**config.mk**
```make
export PLATFORM = sky130hd
export DESIGN_NAME = qspi_pgm_top
export DESIGN_NICKNAME = d
export VERILOG_FILES = /design/src/design/qspi_pgm_pkg.sv /design/src/design/opcode_sequencer.sv /design/src/design/qspi_pgm_top.sv /design/src/design/scan_regs.sv /design/src/design/vir_decode.sv
export VERILOG_INCLUDE_DIRS = /design/src /design/src/design
export SDC_FILE = /design/constraint.sdc
export NUM_CORES = 1
export LEC_CHECK = 0
export BUFFER_PORTS_ARGS = -buffer_cell sky130_fd_sc_hd__buf_2
export CAP_MARGIN = 25
export CORE_ASPECT_RATIO = 0.8
export CORE_MARGIN = 1.5
export CORE_UTILIZATION = 50
export CTS_CLUSTER_DIAMETER = 60
export DETAILED_ROUTE_END_ITERATION = 10
export GPL_ROUTABILITY_DRIVEN = 0
export PLACE_DENSITY = 0.71
export SLEW_MARGIN = 20
export SYNTH_ARGS = -nofsm -noshare
export SYNTH_HDL_FRONTEND = slang
export SYNTH_HIERARCHICAL = 1
export SYNTH_SLANG_ARGS = --single-unit
```
**constraint.sdc**
```tcl
create_clock -name tck -period 4.8 [get_ports tck]
set_input_delay 0.72 -clock tck [delete_from_list [all_inputs] [get_ports tck]]
set_output_delay 0.72 -clock tck [all_outputs]
set_load 0.1 [all_outputs]
```
**src/design/qspi_pgm_config.svh**
```systemverilog
`ifndef QPGM_CONFIG_SVH
`define QPGM_CONFIG_SVH

// **************************************************************************
// Build options for the JTAG flash programming bridge
// **************************************************************************

// Flash devices driven in parallel, one of 1, 2, 4 or 8
`define QPGM_N_FLASH 4

// Width of the virtual instruction register
`define QPGM_IR_BITS 8

// Burst sizing
// Bits per opcode byte
`define QPGM_BYTE_BITS 8
// Opcode register length, six bytes plus one spare stage
`define QPGM_OPCODE_REG_BITS 49

// Vendor mode flag returned in the identity word
`define QPGM_TRIMODE 0

`endif

```
**src/design/qspi_pgm_pkg.sv**
```systemverilog
`include "qspi_pgm_config.svh"

package qspi_pgm_pkg;

	// Instruction word and per-device vectors
	typedef logic [`QPGM_IR_BITS-1:0] ir_t;
	typedef logic [`QPGM_N_FLASH-1:0] flash_vec_t;

	// Burst position, saturating at 63
	typedef logic [5:0] bit_count_t;
	// Opcode bytes per push, 1 to 6
	typedef logic [2:0] burst_len_t;

	// Virtual IR codes
	typedef enum ir_t {
		CONFIG       = ir_t'('h00),
		IO1_MODE     = ir_t'('h01),
		ACTIVE_FLASH = ir_t'('h11),
		SW_RESET     = ir_t'('h10),
		LOAD_OPCODE  = ir_t'('h02),
		PUSH1        = ir_t'('h03),
		PUSH2        = ir_t'('h13),
		PUSH3        = ir_t'('h04),
		PUSH4        = ir_t'('h14),
		PUSH5        = ir_t'('h05),
		PUSH6        = ir_t'('h15)
	} vir_op_e;

	// How io1 of the devices is folded onto tdo, code 3 behaves as SELECT
	typedef enum logic [1:0] {
		SELECT  = 2'd0,
		AND_ALL = 2'd1,
		OR_ALL  = 2'd2
	} io1_mode_e;

	// Decoded instruction
	typedef struct packed {
		logic       bypass;
		logic       set_io1_mode;
		logic       set_active;
		logic       load_opcode;
		logic       push_opcode;
		logic       sw_reset;
		burst_len_t burst_len;
	} vir_cmd_t;

endpackage

```
**src/design/opcode_sequencer.sv**
```systemverilog
`timescale 1ns/10ps
`include "qspi_pgm_config.svh"

module opcode_sequencer (
	input  logic                     tck,
	input  logic                     rst_n,
	input  logic                     sdr,
	input  qspi_pgm_pkg::vir_cmd_t   cmd,
	input  logic                     opcode_bit,
	input  qspi_pgm_pkg::io1_mode_e  io1_mode,
	input  qspi_pgm_pkg::flash_vec_t active_mask,
	input  qspi_pgm_pkg::flash_vec_t flash_io1,
	output qspi_pgm_pkg::flash_vec_t flash_sck,
	output qspi_pgm_pkg::flash_vec_t flash_ncs,
	output qspi_pgm_pkg::flash_vec_t flash_io0,
	output logic                     readback
);
	import qspi_pgm_pkg::*;

	bit_count_t count_q;
	bit_count_t burst_limit;
	logic       burst_active;

	// Falling edge stage
	logic       active_q;
	logic       io0_q;

	// **************************************************************************
	// Burst bit counter
	// **************************************************************************

	always_ff @(posedge tck) begin
		if (!rst_n) begin
			count_q <= '0;
		end else if (cmd.load_opcode | cmd.sw_reset) begin
			count_q <= '0;
		end else if (cmd.push_opcode && sdr && count_q != '1) begin
			count_q <= count_q + 1'b1;
		end
	end

	// Eight bits per requested byte
	assign burst_limit = bit_count_t'(cmd.burst_len * `QPGM_BYTE_BITS);
	// First shift only drops the spare stage, so counts 1 to 8k carry the burst
	assign burst_active = cmd.push_opcode & sdr & (count_q != '0) &
		(count_q <= burst_limit);

	// **************************************************************************
	// Flash output stage
	// **************************************************************************

	// Updated half a cycle early so sck rises mid-bit
	always_ff @(negedge tck) begin
		if (!rst_n) begin
			active_q <= 1'b0;
			io0_q <= 1'b0;
		end else begin
			active_q <= burst_active;
			io0_q <= burst_active ? opcode_bit : 1'b0;
		end
	end

	// Same chip select, clock and data on every device
	assign flash_ncs = {$bits(flash_vec_t){~active_q}};
	assign flash_sck = {$bits(flash_vec_t){tck & active_q}};
	assign flash_io0 = {$bits(flash_vec_t){io0_q}};

	// **************************************************************************
	// io1 readback
	// **************************************************************************

	always_comb begin
		logic sel_io1;
		// Lowest set mask bit wins, device 0 when none is set
		sel_io1 = flash_io1[0];
		for (int i = $bits(flash_vec_t) - 1; i >= 0; i--) begin
			if (active_mask[i]) begin
				sel_io1 = flash_io1[i];
			end
		end
		case (io1_mode)
			AND_ALL: readback = &flash_io1;
			OR_ALL:  readback = |flash_io1;
			default: readback = sel_io1;
		endcase
	end

endmodule

```
**src/design/qspi_pgm_top.sv**
```systemverilog
`timescale 1ns/10ps

module qspi_pgm_top (
	// JTAG hub side
	input  logic                     tck,
	input  logic                     rst_n,
	input  qspi_pgm_pkg::ir_t        ir_in,
	input  logic                     tdi,
	input  logic                     sdr,
	output logic                     tdo,
	output qspi_pgm_pkg::ir_t        ir_out,
	// Flash pins
	output qspi_pgm_pkg::flash_vec_t flash_sck,
	output qspi_pgm_pkg::flash_vec_t flash_ncs,
	output qspi_pgm_pkg::flash_vec_t flash_io0,
	input  qspi_pgm_pkg::flash_vec_t flash_io1,
	// Configuration and arbiter
	output logic                     enable_configuration,
	output logic                     flash_access_request,
	input  logic                     flash_access_granted
);
	import qspi_pgm_pkg::*;

	vir_cmd_t   cmd;
	logic       opcode_bit;
	io1_mode_e  io1_mode;
	flash_vec_t active_mask;
	logic       readback;

	vir_decode i_vir_decode (
		.ir_in                (ir_in),
		.flash_access_granted (flash_access_granted),
		.cmd                  (cmd),
		.ir_out               (ir_out),
		.enable_configuration (enable_configuration),
		.flash_access_request (flash_access_request)
	);

	scan_regs i_scan_regs (
		.tck         (tck),
		.rst_n       (rst_n),
		.tdi         (tdi),
		.sdr         (sdr),
		.cmd         (cmd),
		.readback    (readback),
		.opcode_bit  (opcode_bit),
		.io1_mode    (io1_mode),
		.active_mask (active_mask),
		.tdo         (tdo)
	);

	opcode_sequencer i_opcode_sequencer (
		.tck         (tck),
		.rst_n       (rst_n),
		.sdr         (sdr),
		.cmd         (cmd),
		.opcode_bit  (opcode_bit),
		.io1_mode    (io1_mode),
		.active_mask (active_mask),
		.flash_io1   (flash_io1),
		.flash_sck   (flash_sck),
		.flash_ncs   (flash_ncs),
		.flash_io0   (flash_io0),
		.readback    (readback)
	);

endmodule

```
**src/design/scan_regs.sv**
```systemverilog
`timescale 1ns/10ps
`include "qspi_pgm_config.svh"

module scan_regs (
	input  logic                     tck,
	input  logic                     rst_n,
	input  logic                     tdi,
	input  logic                     sdr,
	input  qspi_pgm_pkg::vir_cmd_t   cmd,
	input  logic                     readback,
	output logic                     opcode_bit,
	output qspi_pgm_pkg::io1_mode_e  io1_mode,
	output qspi_pgm_pkg::flash_vec_t active_mask,
	output logic                     tdo
);
	import qspi_pgm_pkg::*;

	localparam int unsigned OPCODE_BITS = `QPGM_OPCODE_REG_BITS;

	logic                   bypass_q;
	logic [1:0]             mode_q;
	flash_vec_t             mask_q;
	logic [OPCODE_BITS-1:0] opcode_q;

	// Shift enables, all qualified by sdr
	logic bypass_shift;
	logic mode_shift;
	logic mask_shift;
	logic opcode_shift;

	assign bypass_shift = cmd.bypass & sdr;
	assign mode_shift = cmd.set_io1_mode & sdr;
	assign mask_shift = cmd.set_active & sdr;
	// Loading fills the register, pushing drains it onto io0
	assign opcode_shift = (cmd.load_opcode | cmd.push_opcode) & sdr;

	// **************************************************************************
	// Bypass stage
	// **************************************************************************

	always_ff @(posedge tck) begin
		if (bypass_shift) begin
			bypass_q <= tdi;
		end
	end

	// **************************************************************************
	// Setup registers
	// **************************************************************************

	// Readback mode, cleared to SELECT
	always_ff @(posedge tck) begin
		if (!rst_n) begin
			mode_q <= SELECT;
		end else if (mode_shift) begin
			mode_q <= {tdi, mode_q[1]};
		end
	end

	// Active flash mask
	// Works down to a single device
	always_ff @(posedge tck) begin
		if (!rst_n) begin
			mask_q <= '0;
		end else if (mask_shift) begin
			mask_q <= flash_vec_t'({tdi, mask_q} >> 1);
		end
	end

	assign io1_mode = io1_mode_e'(mode_q);
	assign active_mask = mask_q;

	// **************************************************************************
	// Opcode and address register
	// **************************************************************************

	always_ff @(posedge tck) begin
		if (opcode_shift) begin
			opcode_q <= {tdi, opcode_q[OPCODE_BITS-1:1]};
		end
	end

	assign opcode_bit = opcode_q[0];

	// **************************************************************************
	// tdo select
	// **************************************************************************

	always_comb begin
		if (cmd.push_opcode) begin
			tdo = readback;
		end else if (cmd.set_io1_mode) begin
			tdo = mode_q[0];
		end else if (cmd.set_active) begin
			tdo = mask_q[0];
		end else if (cmd.load_opcode) begin
			tdo = opcode_q[0];
		end else begin
			tdo = bypass_q;
		end
	end

endmodule

```
**src/design/vir_decode.sv**
```systemverilog
`timescale 1ns/10ps
`include "qspi_pgm_config.svh"

module vir_decode (
	input  qspi_pgm_pkg::ir_t      ir_in,
	input  logic                   flash_access_granted,
	output qspi_pgm_pkg::vir_cmd_t cmd,
	output qspi_pgm_pkg::ir_t      ir_out,
	output logic                   enable_configuration,
	output logic                   flash_access_request
);
	import qspi_pgm_pkg::*;

	// Identity bit that encodes the device count
	localparam int unsigned FLASH_ID_BIT = $clog2(`QPGM_N_FLASH) + 1;

	// **************************************************************************
	// Instruction decode
	// **************************************************************************

	always_comb begin
		cmd = '0;
		case (ir_in)
			IO1_MODE:     cmd.set_io1_mode = 1'b1;
			ACTIVE_FLASH: cmd.set_active = 1'b1;
			LOAD_OPCODE:  cmd.load_opcode = 1'b1;
			PUSH1, PUSH2, PUSH3, PUSH4, PUSH5, PUSH6: begin
				cmd.push_opcode = 1'b1;
				case (ir_in)
					PUSH1:   cmd.burst_len = 3'd1;
					PUSH2:   cmd.burst_len = 3'd2;
					PUSH3:   cmd.burst_len = 3'd3;
					PUSH4:   cmd.burst_len = 3'd4;
					PUSH5:   cmd.burst_len = 3'd5;
					default: cmd.burst_len = 3'd6;
				endcase
			end
			// Reset still keeps the bypass path live
			SW_RESET: begin
				cmd.sw_reset = 1'b1;
				cmd.bypass = 1'b1;
			end
			default:      cmd.bypass = 1'b1;
		endcase
	end

	assign enable_configuration = (ir_in == CONFIG);

	// Any recognized code other than CONFIG needs the flash pins
	assign flash_access_request = cmd.set_io1_mode | cmd.set_active | cmd.load_opcode |
		cmd.push_opcode | cmd.sw_reset;

	// **************************************************************************
	// Identity word
	// **************************************************************************

	always_comb begin
		ir_out = '0;
		ir_out[`QPGM_IR_BITS-1] = flash_access_granted;
		ir_out[`QPGM_IR_BITS-2] = 1'(`QPGM_TRIMODE);
		ir_out[FLASH_ID_BIT] = 1'b1;
		// Version 1
		ir_out[0] = 1'b1;
	end

endmodule

```
==> Word-level counts from Yosys, hierarchy flattened <==
Index checks and enable logic that the tools add are counted.
{ "totals": {"ff_bits": 64, "inputBits": 17, "word_cells": 65} }
{ "classes": {"n_addsub": 1, "magnitude_cmp": 1, "eq_ne": 13, "muxes": 17, "bitwise": 16, "reduce_logical": 10} }
{ "ops": {"columns": ["operator", "count"], "rows": [
  ["$eq 8x5->1 const B", 5],
  ["$eq 8x2->1 const B", 2],
  ["$eq 8x3->1 const B", 2],
  ["$pmux 3 s5", 1],
  ["$mux 1", 14],
  ["$reduce_or 9->1", 1],
  ["$and 1x1->1", 8],
  ["$eq 8x1->1 const B", 1],
  ["$logic_not 8->1", 1],
  ["$add 6x1->6 const B", 1],
  ["$le 6x6->1", 1],
  ["$ne 6x6->1 const B", 1],
  ["$or 1x1->1", 6],
  ["$reduce_bool 6->1", 1],
  ["$reduce_or 6->1", 1],
  ["$reduce_and 4->1", 1],
  ["$reduce_or 4->1", 1],
  ["$mux 3", 1],
  ["$eq 2x1->1 const B", 1],
  ["$eq 2x2->1 const B", 1],
  ["$logic_and 1x1->1", 2],
  ["$not 1->1", 2],
  ["$pmux 1 s2", 1],
  ["$reduce_and 2->1", 1],
  ["$reduce_or 2->1", 1]
]} }

==> Longest topological paths before layout <==
Gate-level depths: netlist (run 1).
{ "logic_depth": {"depth_word": 7, "mapped_depth": 10} }

==> Hierarchy <==
The synthesis (run 1) kept the hierarchy.
{ "modules_own_cells": {"columns": ["mod", "instances", "cells_each", "area_each_um2", "seq_area_each_um2"], "rows": [
  ["scan_regs", 1, 86, 1788.0, 1621.6],
  ["opcode_sequencer", 1, 82, 666.9, 160.2],
  ["vir_decode", 1, 43, 261.5, 0.0]
]} }

==> run summary, run 1 <==
Pre-CTS WS: -0.2612 ns
Final Skew: 0.04783 ns
Biggest area consumer among synthesized cells: edfxtp_1
Ys Warns: 6
Failing checks: DRC
Nets: 271
Antenna Nets Post-Route: 0
DRT iter0 DRCs: 113
Outcome: complete, but fails checks
Synth Register Bits: 64
Slew headroom: 57.06%
Rows: 23
PwrDens: 388.7 nW/um^2
Die Height: 68.93 um
Max stage delay on crit path: 0.56 ns
Core area: 5122 sq um
Critical Path AT: 2.57 ns
Cells on Worst Hold Path: 0
CTS resizes: 0
First-pass GRT wire length: 6837 um
DR WL/cell: 13.03 um
Most frequent cells in the layout: 50 x edfxtp_1, 30 x buf_2, 15 x clkbuf_8
Worst setup EP type: register
Worst vdd ir: 0.2122 mV
Vias in the first global route: 1531
Fraction of registers with async set or reset after synthesis: 0%
Clk Latency, worst-skew pair: 0.37 ns
Unrepaired setup endpoints after global routing: no
Initial antenna violation count: 0
Hold-fix buffers, CTS: 0
Pin count of the biggest net entering global routing: 50
Yosys cell types: 46
Io pins: 40
Cell Area, Synth: 2716 sq um
Pleak: 1.153 nW
Port bufs: 30
Clk slew on worst S/H paths: 0.07 ns
Slew Limit Fails: 0
Routed vias/inst: 5.217
Layout fillers: 394
Total of max-cap violations: 0
CP required: 2.69 ns
Worst path slowest cell: or4_4
Final hold vios: 0
Layout area overhead: 16.95%
Worst Path Class, Setup: in2reg
Starting Density: 53.03%
DP HPWL: 2527 um
All-layer global routing usage: 16.15%
Critical Path Start Type: primary input
Drt drc: 4
Count of final setup violators: 0
Final worst setup slack: 0.1195 ns
Drt pass-1 iters: 8
Worst-margin pin slew: 0.6441 ns
Most common cell after layout, fill and taps aside: edfxtp_1
Vias: 1638
Final WL: 4090 um
Cell count after synthesis: 211
GRT overflow: 0
Number of enable flip-flop cells after synthesis: 50
Sequential share of the synthesized area: 65.59%
CTS tree: yes
Main synth FF type: edfxtp_1
Die width: 85.41 um
Reg2reg path depth: 5
Top post-synthesis cells by area: edfxtp_1 55%, dfxtp_1 10%, buf_4 5.0%
Worst-path fanout max: 4
Post-synth top area share: 55.27%
Total setup buffers inserted after CTS: 0
Inserted Diodes: 0
Die area: 5887 sq um
Hold_ws: 0.4160 ns
Layout cells sized above 1: 27.38%
Worst min path class: reg2reg
Crit-path cells: buf_2, or4_4, nor2_1, inv_1, ha_1, nor2b_4, o21a_1, o22a_1, nor4b_2
Fin util: 62.02%
Syn avg cell area: 12.87 sq um
[cells by family after synthesis]
kind of cell,Yosys count,synth area share (%)
compound gates,30,7.508
xor+xnor,2,0.6450
fa+ha+maj,7,3.224
buf+inv,36,7.600
flops,64,65.59
mux,5,1.935
other cells,2,0.2765
simple gates,65,13.22
[Yosys cell counts (2+ instances only)]
master / n
edfxtp_1: 50
a31oi_1: 2
nand3_1: 10
nor2b_1: 3
a21oi_1: 3
ha_1: 7
a21boi_1: 6
nor2_1: 14
nand2_1: 12
o31a_1: 2
nor3_1: 6
inv_1: 12
and2_1: 2
buf_2: 3
nand2b_1: 4
mux2i_1: 3
o21ai_1: 2
o21ai_0: 6
conb_1: 2
buf_4: 18
o21a_1: 2
nor4_1: 3
clkbuf_1: 3
dfxtp_1: 14
[critical path, delay by kind of cell]
family                   cells  cell delay [ns]
AND/OR/NAND/NOR              4             1.00
AO/OA/AOI/OAI                2             0.39
adder cells (fa/ha/maj)      1             0.28
buffers and inverters        2             0.16
[power by group]
part	total, mW	internal (mW)	switching [mW]
Sequential	0.594	0.593	0.000832
Combinational	0.0655	0.0155	0.0500
Clock	0.575	0.348	0.228
Total	1.23	0.956	0.278
[per-stage QoR]
step	instance area (sq um)	TNS (ns)	power [mW]	std cells
floorplan	2795	-0.5805	0.6756	216
global placement	2864	-0.3338	0.6812	290
detailed placement	2864	-0.4374	0.6818	290
CTS	3171	0	1.251	314
global route	3177	0	1.283	314
finish	3177	0	1.235	314
[final cells by class]
cell class	instances	area, sq um	share of cell area [%]
multi-input cells	116	765.7	24.10
well taps	62	77.57	2.442
flip-flops and latches	64	1783	56.12
clock inverters	10	103.9	3.269
clock buffers	19	226.5	7.129
inverters	11	45.04	1.418
repair buffers	32	175.2	5.514
[state kept, by name (all words and copies together) (netlist names)]
register                     flops
i_scan_regs/opcode_q            49
i_opcode_sequencer/count_q       6
i_scan_regs/active_mask          4
i_scan_regs/io1_mode             2
i_opcode_sequencer/active_q      1
i_opcode_sequencer/io0_q         1
i_scan_regs/bypass_q             1
[metal layers]
metal / GRT usage, % / wire, um / part of all wire (%) / vias to the layer above
met3: 7.024 / 217 / 5.3 / 8
met1: 22.12 / 2096 / 51 / 776
li1: - / - / - / 808
met5: 0 / 0 / 0 / -
met2: 20.77 / 1709 / 42 / 46
met4: 10.28 / 67 / 1.6 / 0
[final timing paths]
path	start	end	slack, ns
max	ir_in[5]	i_opcode_sequencer/io0_q$_SDFF_NN0_	0.12
min	i_scan_regs/opcode_q[9]$_DFFE_PP_	i_scan_regs/opcode_q[8]$_DFFE_PP_	0.42
max reg2reg	i_opcode_sequencer/count_q[4]$_SDFFE_PP0P_	i_opcode_sequencer/io0_q$_SDFF_NN0_	0.91
min reg2reg	i_scan_regs/opcode_q[9]$_DFFE_PP_	i_scan_regs/opcode_q[8]$_DFFE_PP_	0.42
(Power assumes the default switching activity.)
==> run 2: changes to the inputs <==
--- a/config.mk
+++ b/config.mk
@@ -15,8 +15,7 @@
 export DETAILED_ROUTE_END_ITERATION = 10
 export GPL_ROUTABILITY_DRIVEN = 0
 export PLACE_DENSITY = 0.71
-export SLEW_MARGIN = 20
+export SLEW_MARGIN = 10
 export SYNTH_ARGS = -nofsm -noshare
 export SYNTH_HDL_FRONTEND = slang
-export SYNTH_HIERARCHICAL = 1
 export SYNTH_SLANG_ARGS = --single-unit
==> run summary, run 2 <==
Outcome: finished clean
Max reg flops: 49
Post-synth top area share: 54.69%
Syn avg cell area: 13.33 sq um
Worst setup EP type: output port
Worst Path Class, Setup: reg2out
Cell count after synthesis: 206
Port bufs: 30
Number of enable flip-flop cells after synthesis: 50
Count of final setup violators: 0
Ys Warns: 0
Hold EP: i_scan_regs.opcode_q[24]$_DFFE_PP_
Hold Path Origin: i_scan_regs.opcode_q[25]$_DFFE_PP_
GRT overflow: 0
Nets: 270
Critical Path Start Type: register
Rows: 23
Routed vias/inst: 5.220
CP required: 4.08 ns
PwrDens: 400.8 nW/um^2
Synth top cells by count: 50 x edfxtp_1, 19 x buf_4, 14 x dfxtp_1, 13 x nand2_1, 12 x nor2_1
Reg2reg path depth: 5
Total setup buffers inserted after CTS: 0
Main synth FF type: edfxtp_1
Final Power: 1.311 mW
Max stage delay on crit path: 0.41 ns
Clk Latency, worst-skew pair: 0.38 ns
Vias: 1634
Worst vdd ir: 0.2273 mV
Reg2Reg Launch Point: i_opcode_sequencer.count_q[4]$_SDFFE_PP0P_
Worst min path class: reg2reg
Unrepaired setup endpoints after global routing: no
Fraction of registers with async set or reset after synthesis: 0%
RR Endpoint: i_opcode_sequencer.io0_q$_SDFF_NN0_
Die area: 5947 sq um
R2R Setup Slk: 0.88 ns
All-layer global routing usage: 16.47%
DR WL/cell: 13.44 um
Core area: 5151 sq um
Final hold vios: 0
Cell with the most instances after synthesis: edfxtp_1
Critical Path AT: 3.96 ns
Yosys cell types: 45
Worst-path fanout max: 5
DRT iter0 DRCs: 88
Drt pass-1 iters: 4
Slew headroom: 34.81%
Cell mode on critical path: clkbuf_8
Die width: 85.84 um
Top post-synthesis cells by area: edfxtp_1 55%, dfxtp_1 10%, buf_4 5.2%
Crit-path cells: clkinvlp_4, nor2_4, clkbuf_8, clkbuf_8, buf_2
Register bank with the most flops: i_scan_regs.opcode_q
Synth Register Bits: 64
Worst-margin pin slew: 0.9756 ns
Pleak: 1.176 nW
Worst path slowest cell: buf_2
Cell Area, Synth: 2745 sq um
Initial antenna violation count: 0
Hold-fix buffers, CTS: 0
Crit path depth: 5
Layout cells sized above 1: 29.08%
Die Height: 69.28 um
Worst Path Buf+Inv: 4
Io pins: 40
Total of max-cap violations: 0
Layout fillers: 405
Pin count of the biggest net entering global routing: 38
Vias in the first global route: 1522
CP delay by family, top: buffers and inverters
CTS resizes: 0
Drt drc: 0
Antenna Nets Post-Route: 0
Inserted Diodes: 0
Biggest area consumer among synthesized cells: edfxtp_1
Cells on Worst Hold Path: 0
Slew Limit Fails: 0
Most common cell after layout, fill and taps aside: edfxtp_1
First-pass GRT wire length: 7141 um
Final WL: 4207 um
DP HPWL: 2699 um
Starting Density: 53.29%
Hold_ws: 0.4118 ns
Final Skew: 0.04797 ns
Sequential share of the synthesized area: 64.90%
Layout area overhead: 19.19%
Clk slew on worst S/H paths: 0.08 ns
Most frequent cells in the layout: 50 x edfxtp_1, 30 x buf_2, 15 x clkbuf_8
CTS tree: yes
[run 2: cell count changes after synthesis, moves of 3 or more]
cell	previous run	this run
a21boi_1	6	0
a21oi_1	3	10
mux2i_1	3	9
or3_1	0	3
nand3_1	10	4
[run 2: logic make-up after synthesis]
kind of cell             count (synthesis)  synth area share [%]
flip-flops                              64                 64.90
AND/OR/NAND/NOR                         54                 10.76
buffers and inverters                   35                 7.429
AO/OA/AOI/OAI                           33                 9.527
multiplexers                             9                 3.282
adder cells (fa/ha/maj)                  7                 3.190
other                                    2                0.2736
XOR/XNOR                                 2                0.6382
[run 2: worst max path at each step]
stage / slack (ns) / startpoint / endpoint
detailed placement: -0.04 / ir_in[1] / i_opcode_sequencer.io0_q$_SDFF_NN0_
CTS: 0.08 / i_opcode_sequencer.active_q$_SDFF_NN0_ / flash_sck[2]
floorplan: -0.14 / i_opcode_sequencer.active_q$_SDFF_NN0_ / flash_sck[1]
global route: 0.05 / i_opcode_sequencer.active_q$_SDFF_NN0_ / flash_sck[3]
global placement: 0.04 / ir_in[3] / i_opcode_sequencer.io0_q$_SDFF_NN0_
finish: 0.12 / i_opcode_sequencer.active_q$_SDFF_NN0_ / flash_sck[2]
[run 2: per-stage QoR]
stage               cell area [sq um]  utilization, %  instances  setup slack [ns]  setup TNS [ns]
finish                           3272           63.52        313            0.1211               0
detailed placement               2933           56.93        289          -0.03806        -0.03806
global route                     3272           63.52        313           0.04644               0
global placement                 2933           56.93        289           0.03757               0
CTS                              3272           63.52        313           0.08498               0
floorplan                        2828               -        211           -0.1430         -0.4290
[run 2: where the power goes]
group | internal, mW | switching (mW) | leakage [nW]
Sequential | 0.593 | 0.00113 | 0.564
Clock | 0.405 | 0.236 | 0.207
Combinational | 0.0193 | 0.0568 | 0.405
[run 2: cell type report]
class / count / area (sq um) / share of cell area (%)
Clock buffer: 19 / 226.5 / 6.922
Clock inverter: 10 / 136.4 / 4.168
Inverter: 10 / 41.29 / 1.262
Multi-Input combinational cell: 112 / 802.0 / 24.51
Sequential cell: 64 / 1783 / 54.49
Tap cell: 62 / 77.57 / 2.371
Timing Repair Buffer: 36 / 205.2 / 6.272
[run 2: per-layer routing]
metal	GRT usage [%]	routed length, um	share of wire [%]
met1	23.14	2106	50
met2	20.30	1790	43
met3	7.143	256	6.1
met4	10.93	53	1.3
met5	0	0	0
==> run 3: changes to the inputs <==
--- a/config.mk
+++ b/config.mk
@@ -15,6 +15,7 @@
 export DETAILED_ROUTE_END_ITERATION = 10
 export GPL_ROUTABILITY_DRIVEN = 0
 export PLACE_DENSITY = 0.71
+export SETUP_SLACK_MARGIN = 0.5
 export SLEW_MARGIN = 10
 export SYNTH_ARGS = -nofsm -noshare
 export SYNTH_HDL_FRONTEND = slang
==> run summary, run 3 (synthesized netlist as in run 2, its figures left out) <==
Outcome: finished clean
Final Skew: 0.05466 ns
Layout cells sized above 1: 30.04%
GRT overflow: 0
P_int: 0.8868 mW
Die Height: 69.28 um
Part of the power in registers: 51.3%
Final Non-Filler Cells: 315
Inserted Diodes: 0
FF+latch area: 1783 sq um
Post-Place Cells: 289
Clk Latency, worst-skew pair: 0.37 ns
Count of final setup violators: 0
Pin count of the biggest net entering global routing: 27
Starting Density: 53.29%
Slew headroom: 57.73%
Pleak: 1.187 nW
Worst min path class: reg2reg
First-pass GRT wire length: 7320 um
Clk pwr share: 42.0%
Final Power: 1.160 mW
Rows: 23
Top Metal Used: met4
Register bank with the most flops: i_scan_regs.opcode_q
Nets: 272
Met3 wire len: 224 um
PwrDens: 343.9 nW/um^2
Met2 Routed Length: 2045 um
Initial antenna violation count: 0
DR WL/cell: 14.72 um
Worst-path fanout max: 2
Core area: 5151 sq um
Worst-margin pin slew: 0.6326 ns
Most frequent cells in the layout: 50 x edfxtp_1, 18 x buf_2, 14 x clkbuf_8
Hold-fix buffers, CTS: 0
Final hold vios: 0
Final WL: 4636 um
Critical Path AT: 3.69 ns
Vias: 1692
Critical Path Start Type: register
Layout area overhead: 22.83%
Vias in the first global route: 1602
Unrepaired setup endpoints after global routing: yes
Area of the multi-input gates: 830.8 sq um
Max reg flops: 49
Slew Limit Fails: 0
Worst setup EP type: output port
Io pins: 40
Port bufs: 30
Drt pass-1 iters: 4
Routed vias/inst: 5.371
Die width: 85.84 um
Die area: 5947 sq um
Sw frac: 23.52%
Switching power: 0.2727 mW
CTS tree: yes
DP HPWL: 2893 um
Worst Path Class, Setup: reg2out
CP required: 4.08 ns
Worst vdd ir: 0.2198 mV
Most common cell after layout, fill and taps aside: edfxtp_1
DRT iter0 DRCs: 142
Combinational Power Share: 6.7%
Drt drc: 0
All-layer global routing usage: 16.89%
Clk slew on worst S/H paths: 0.07 ns
Layout fillers: 379
Total of max-cap violations: 0
Wl on met1: 2196 um
Antenna Nets Post-Route: 0
## run 3: cell count changes in the layout (fill, tap and decap cells not counted), sizes merged
cell | previous run | this run
clkbuf | 15 | 21
clkinv | 3 | 0
bufinv | 3 | 0
clkinvlp | 1 | 3
inv | 13 | 12
buf | 40 | 41
## run 3: power groups by stage
stage / logic, mW / registers, mW / clock network (mW)
6_report: 0.0782 / 0.595 / 0.487
2_1_floorplan: 0.0684 / 0.606 / 0.0107
5_1_grt: 0.0827 / 0.594 / 0.528
3_5_place_dp: 0.0771 / 0.606 / 0.0107
4_1_cts: 0.0777 / 0.594 / 0.500
3_3_place_gp: 0.0765 / 0.607 / 0.0107
## run 3: metal layers
| layer | global-route usage (%) | up-vias |
|---|---|---|
| li1 | - | 816 |
| met1 | 23.23 | 802 |
| met2 | 21.08 | 57 |
| met3 | 7.024 | 17 |
| met4 | 12.19 | 0 |
| met5 | 0 | - |
## run 3: final timing paths
check,startpoint,endpoint,slack [ns],cells past startpoint
worst min register to register,i_scan_regs.opcode_q[45]$_DFFE_PP_,i_scan_regs.opcode_q[44]$_DFFE_PP_,0.41,0
worst max register to register,i_opcode_sequencer.count_q[4]$_SDFFE_PP0P_,i_opcode_sequencer.io0_q$_SDFF_NN0_,0.91,5
worst min-delay path,i_scan_regs.opcode_q[45]$_DFFE_PP_,i_scan_regs.opcode_q[44]$_DFFE_PP_,0.41,0
worst max-delay path,i_opcode_sequencer.active_q$_SDFF_NN0_,flash_sck[1],0.39,5
## run 3: repair_timing
item / 4_1_cts / 5_1_grt
setup endpoints to repair: 11 / 15
buffers inserted: 2 / 0
pin swaps: 3 / 0
gates resized for setup: 21 / 21
endpoints found under the hold margin: 0 / 0
## run 3: final cells by class
type / instances / area share [%]
clock buffer: 24 / 9.759
multi-input combinational: 112 / 24.64
clock inverter: 5 / 0.7792
inverter: 10 / 1.224
sequential: 64 / 52.88
timing repair buffer: 38 / 8.423
tap: 62 / 2.301
## run 3: worst max-delay path: stages (launching register included)
cell and delay, ns:
dfxtp_2 0.33, clkinvlp_4 0.11, nor2_4 0.10, buf_8 0.11, buf_8 0.10, buf_12 0.17
## run 3: through the flow
step	area [sq um]	setup WS [ns]	setup TNS (ns)	util, %	hold slack [ns]
after floorplan	2850	-0.1430	-0.4290	-	0.4003
after global placement	2940	-0.02102	-0.02102	57.08	0.4019
after detailed placement	2940	-0.07584	-0.07584	57.08	0.4045
after CTS	3299	0.3582	0	64.05	0.4106
after global routing	3372	0.3174	0	65.46	0.4210
final	3372	0.3893	0	65.46	0.4081
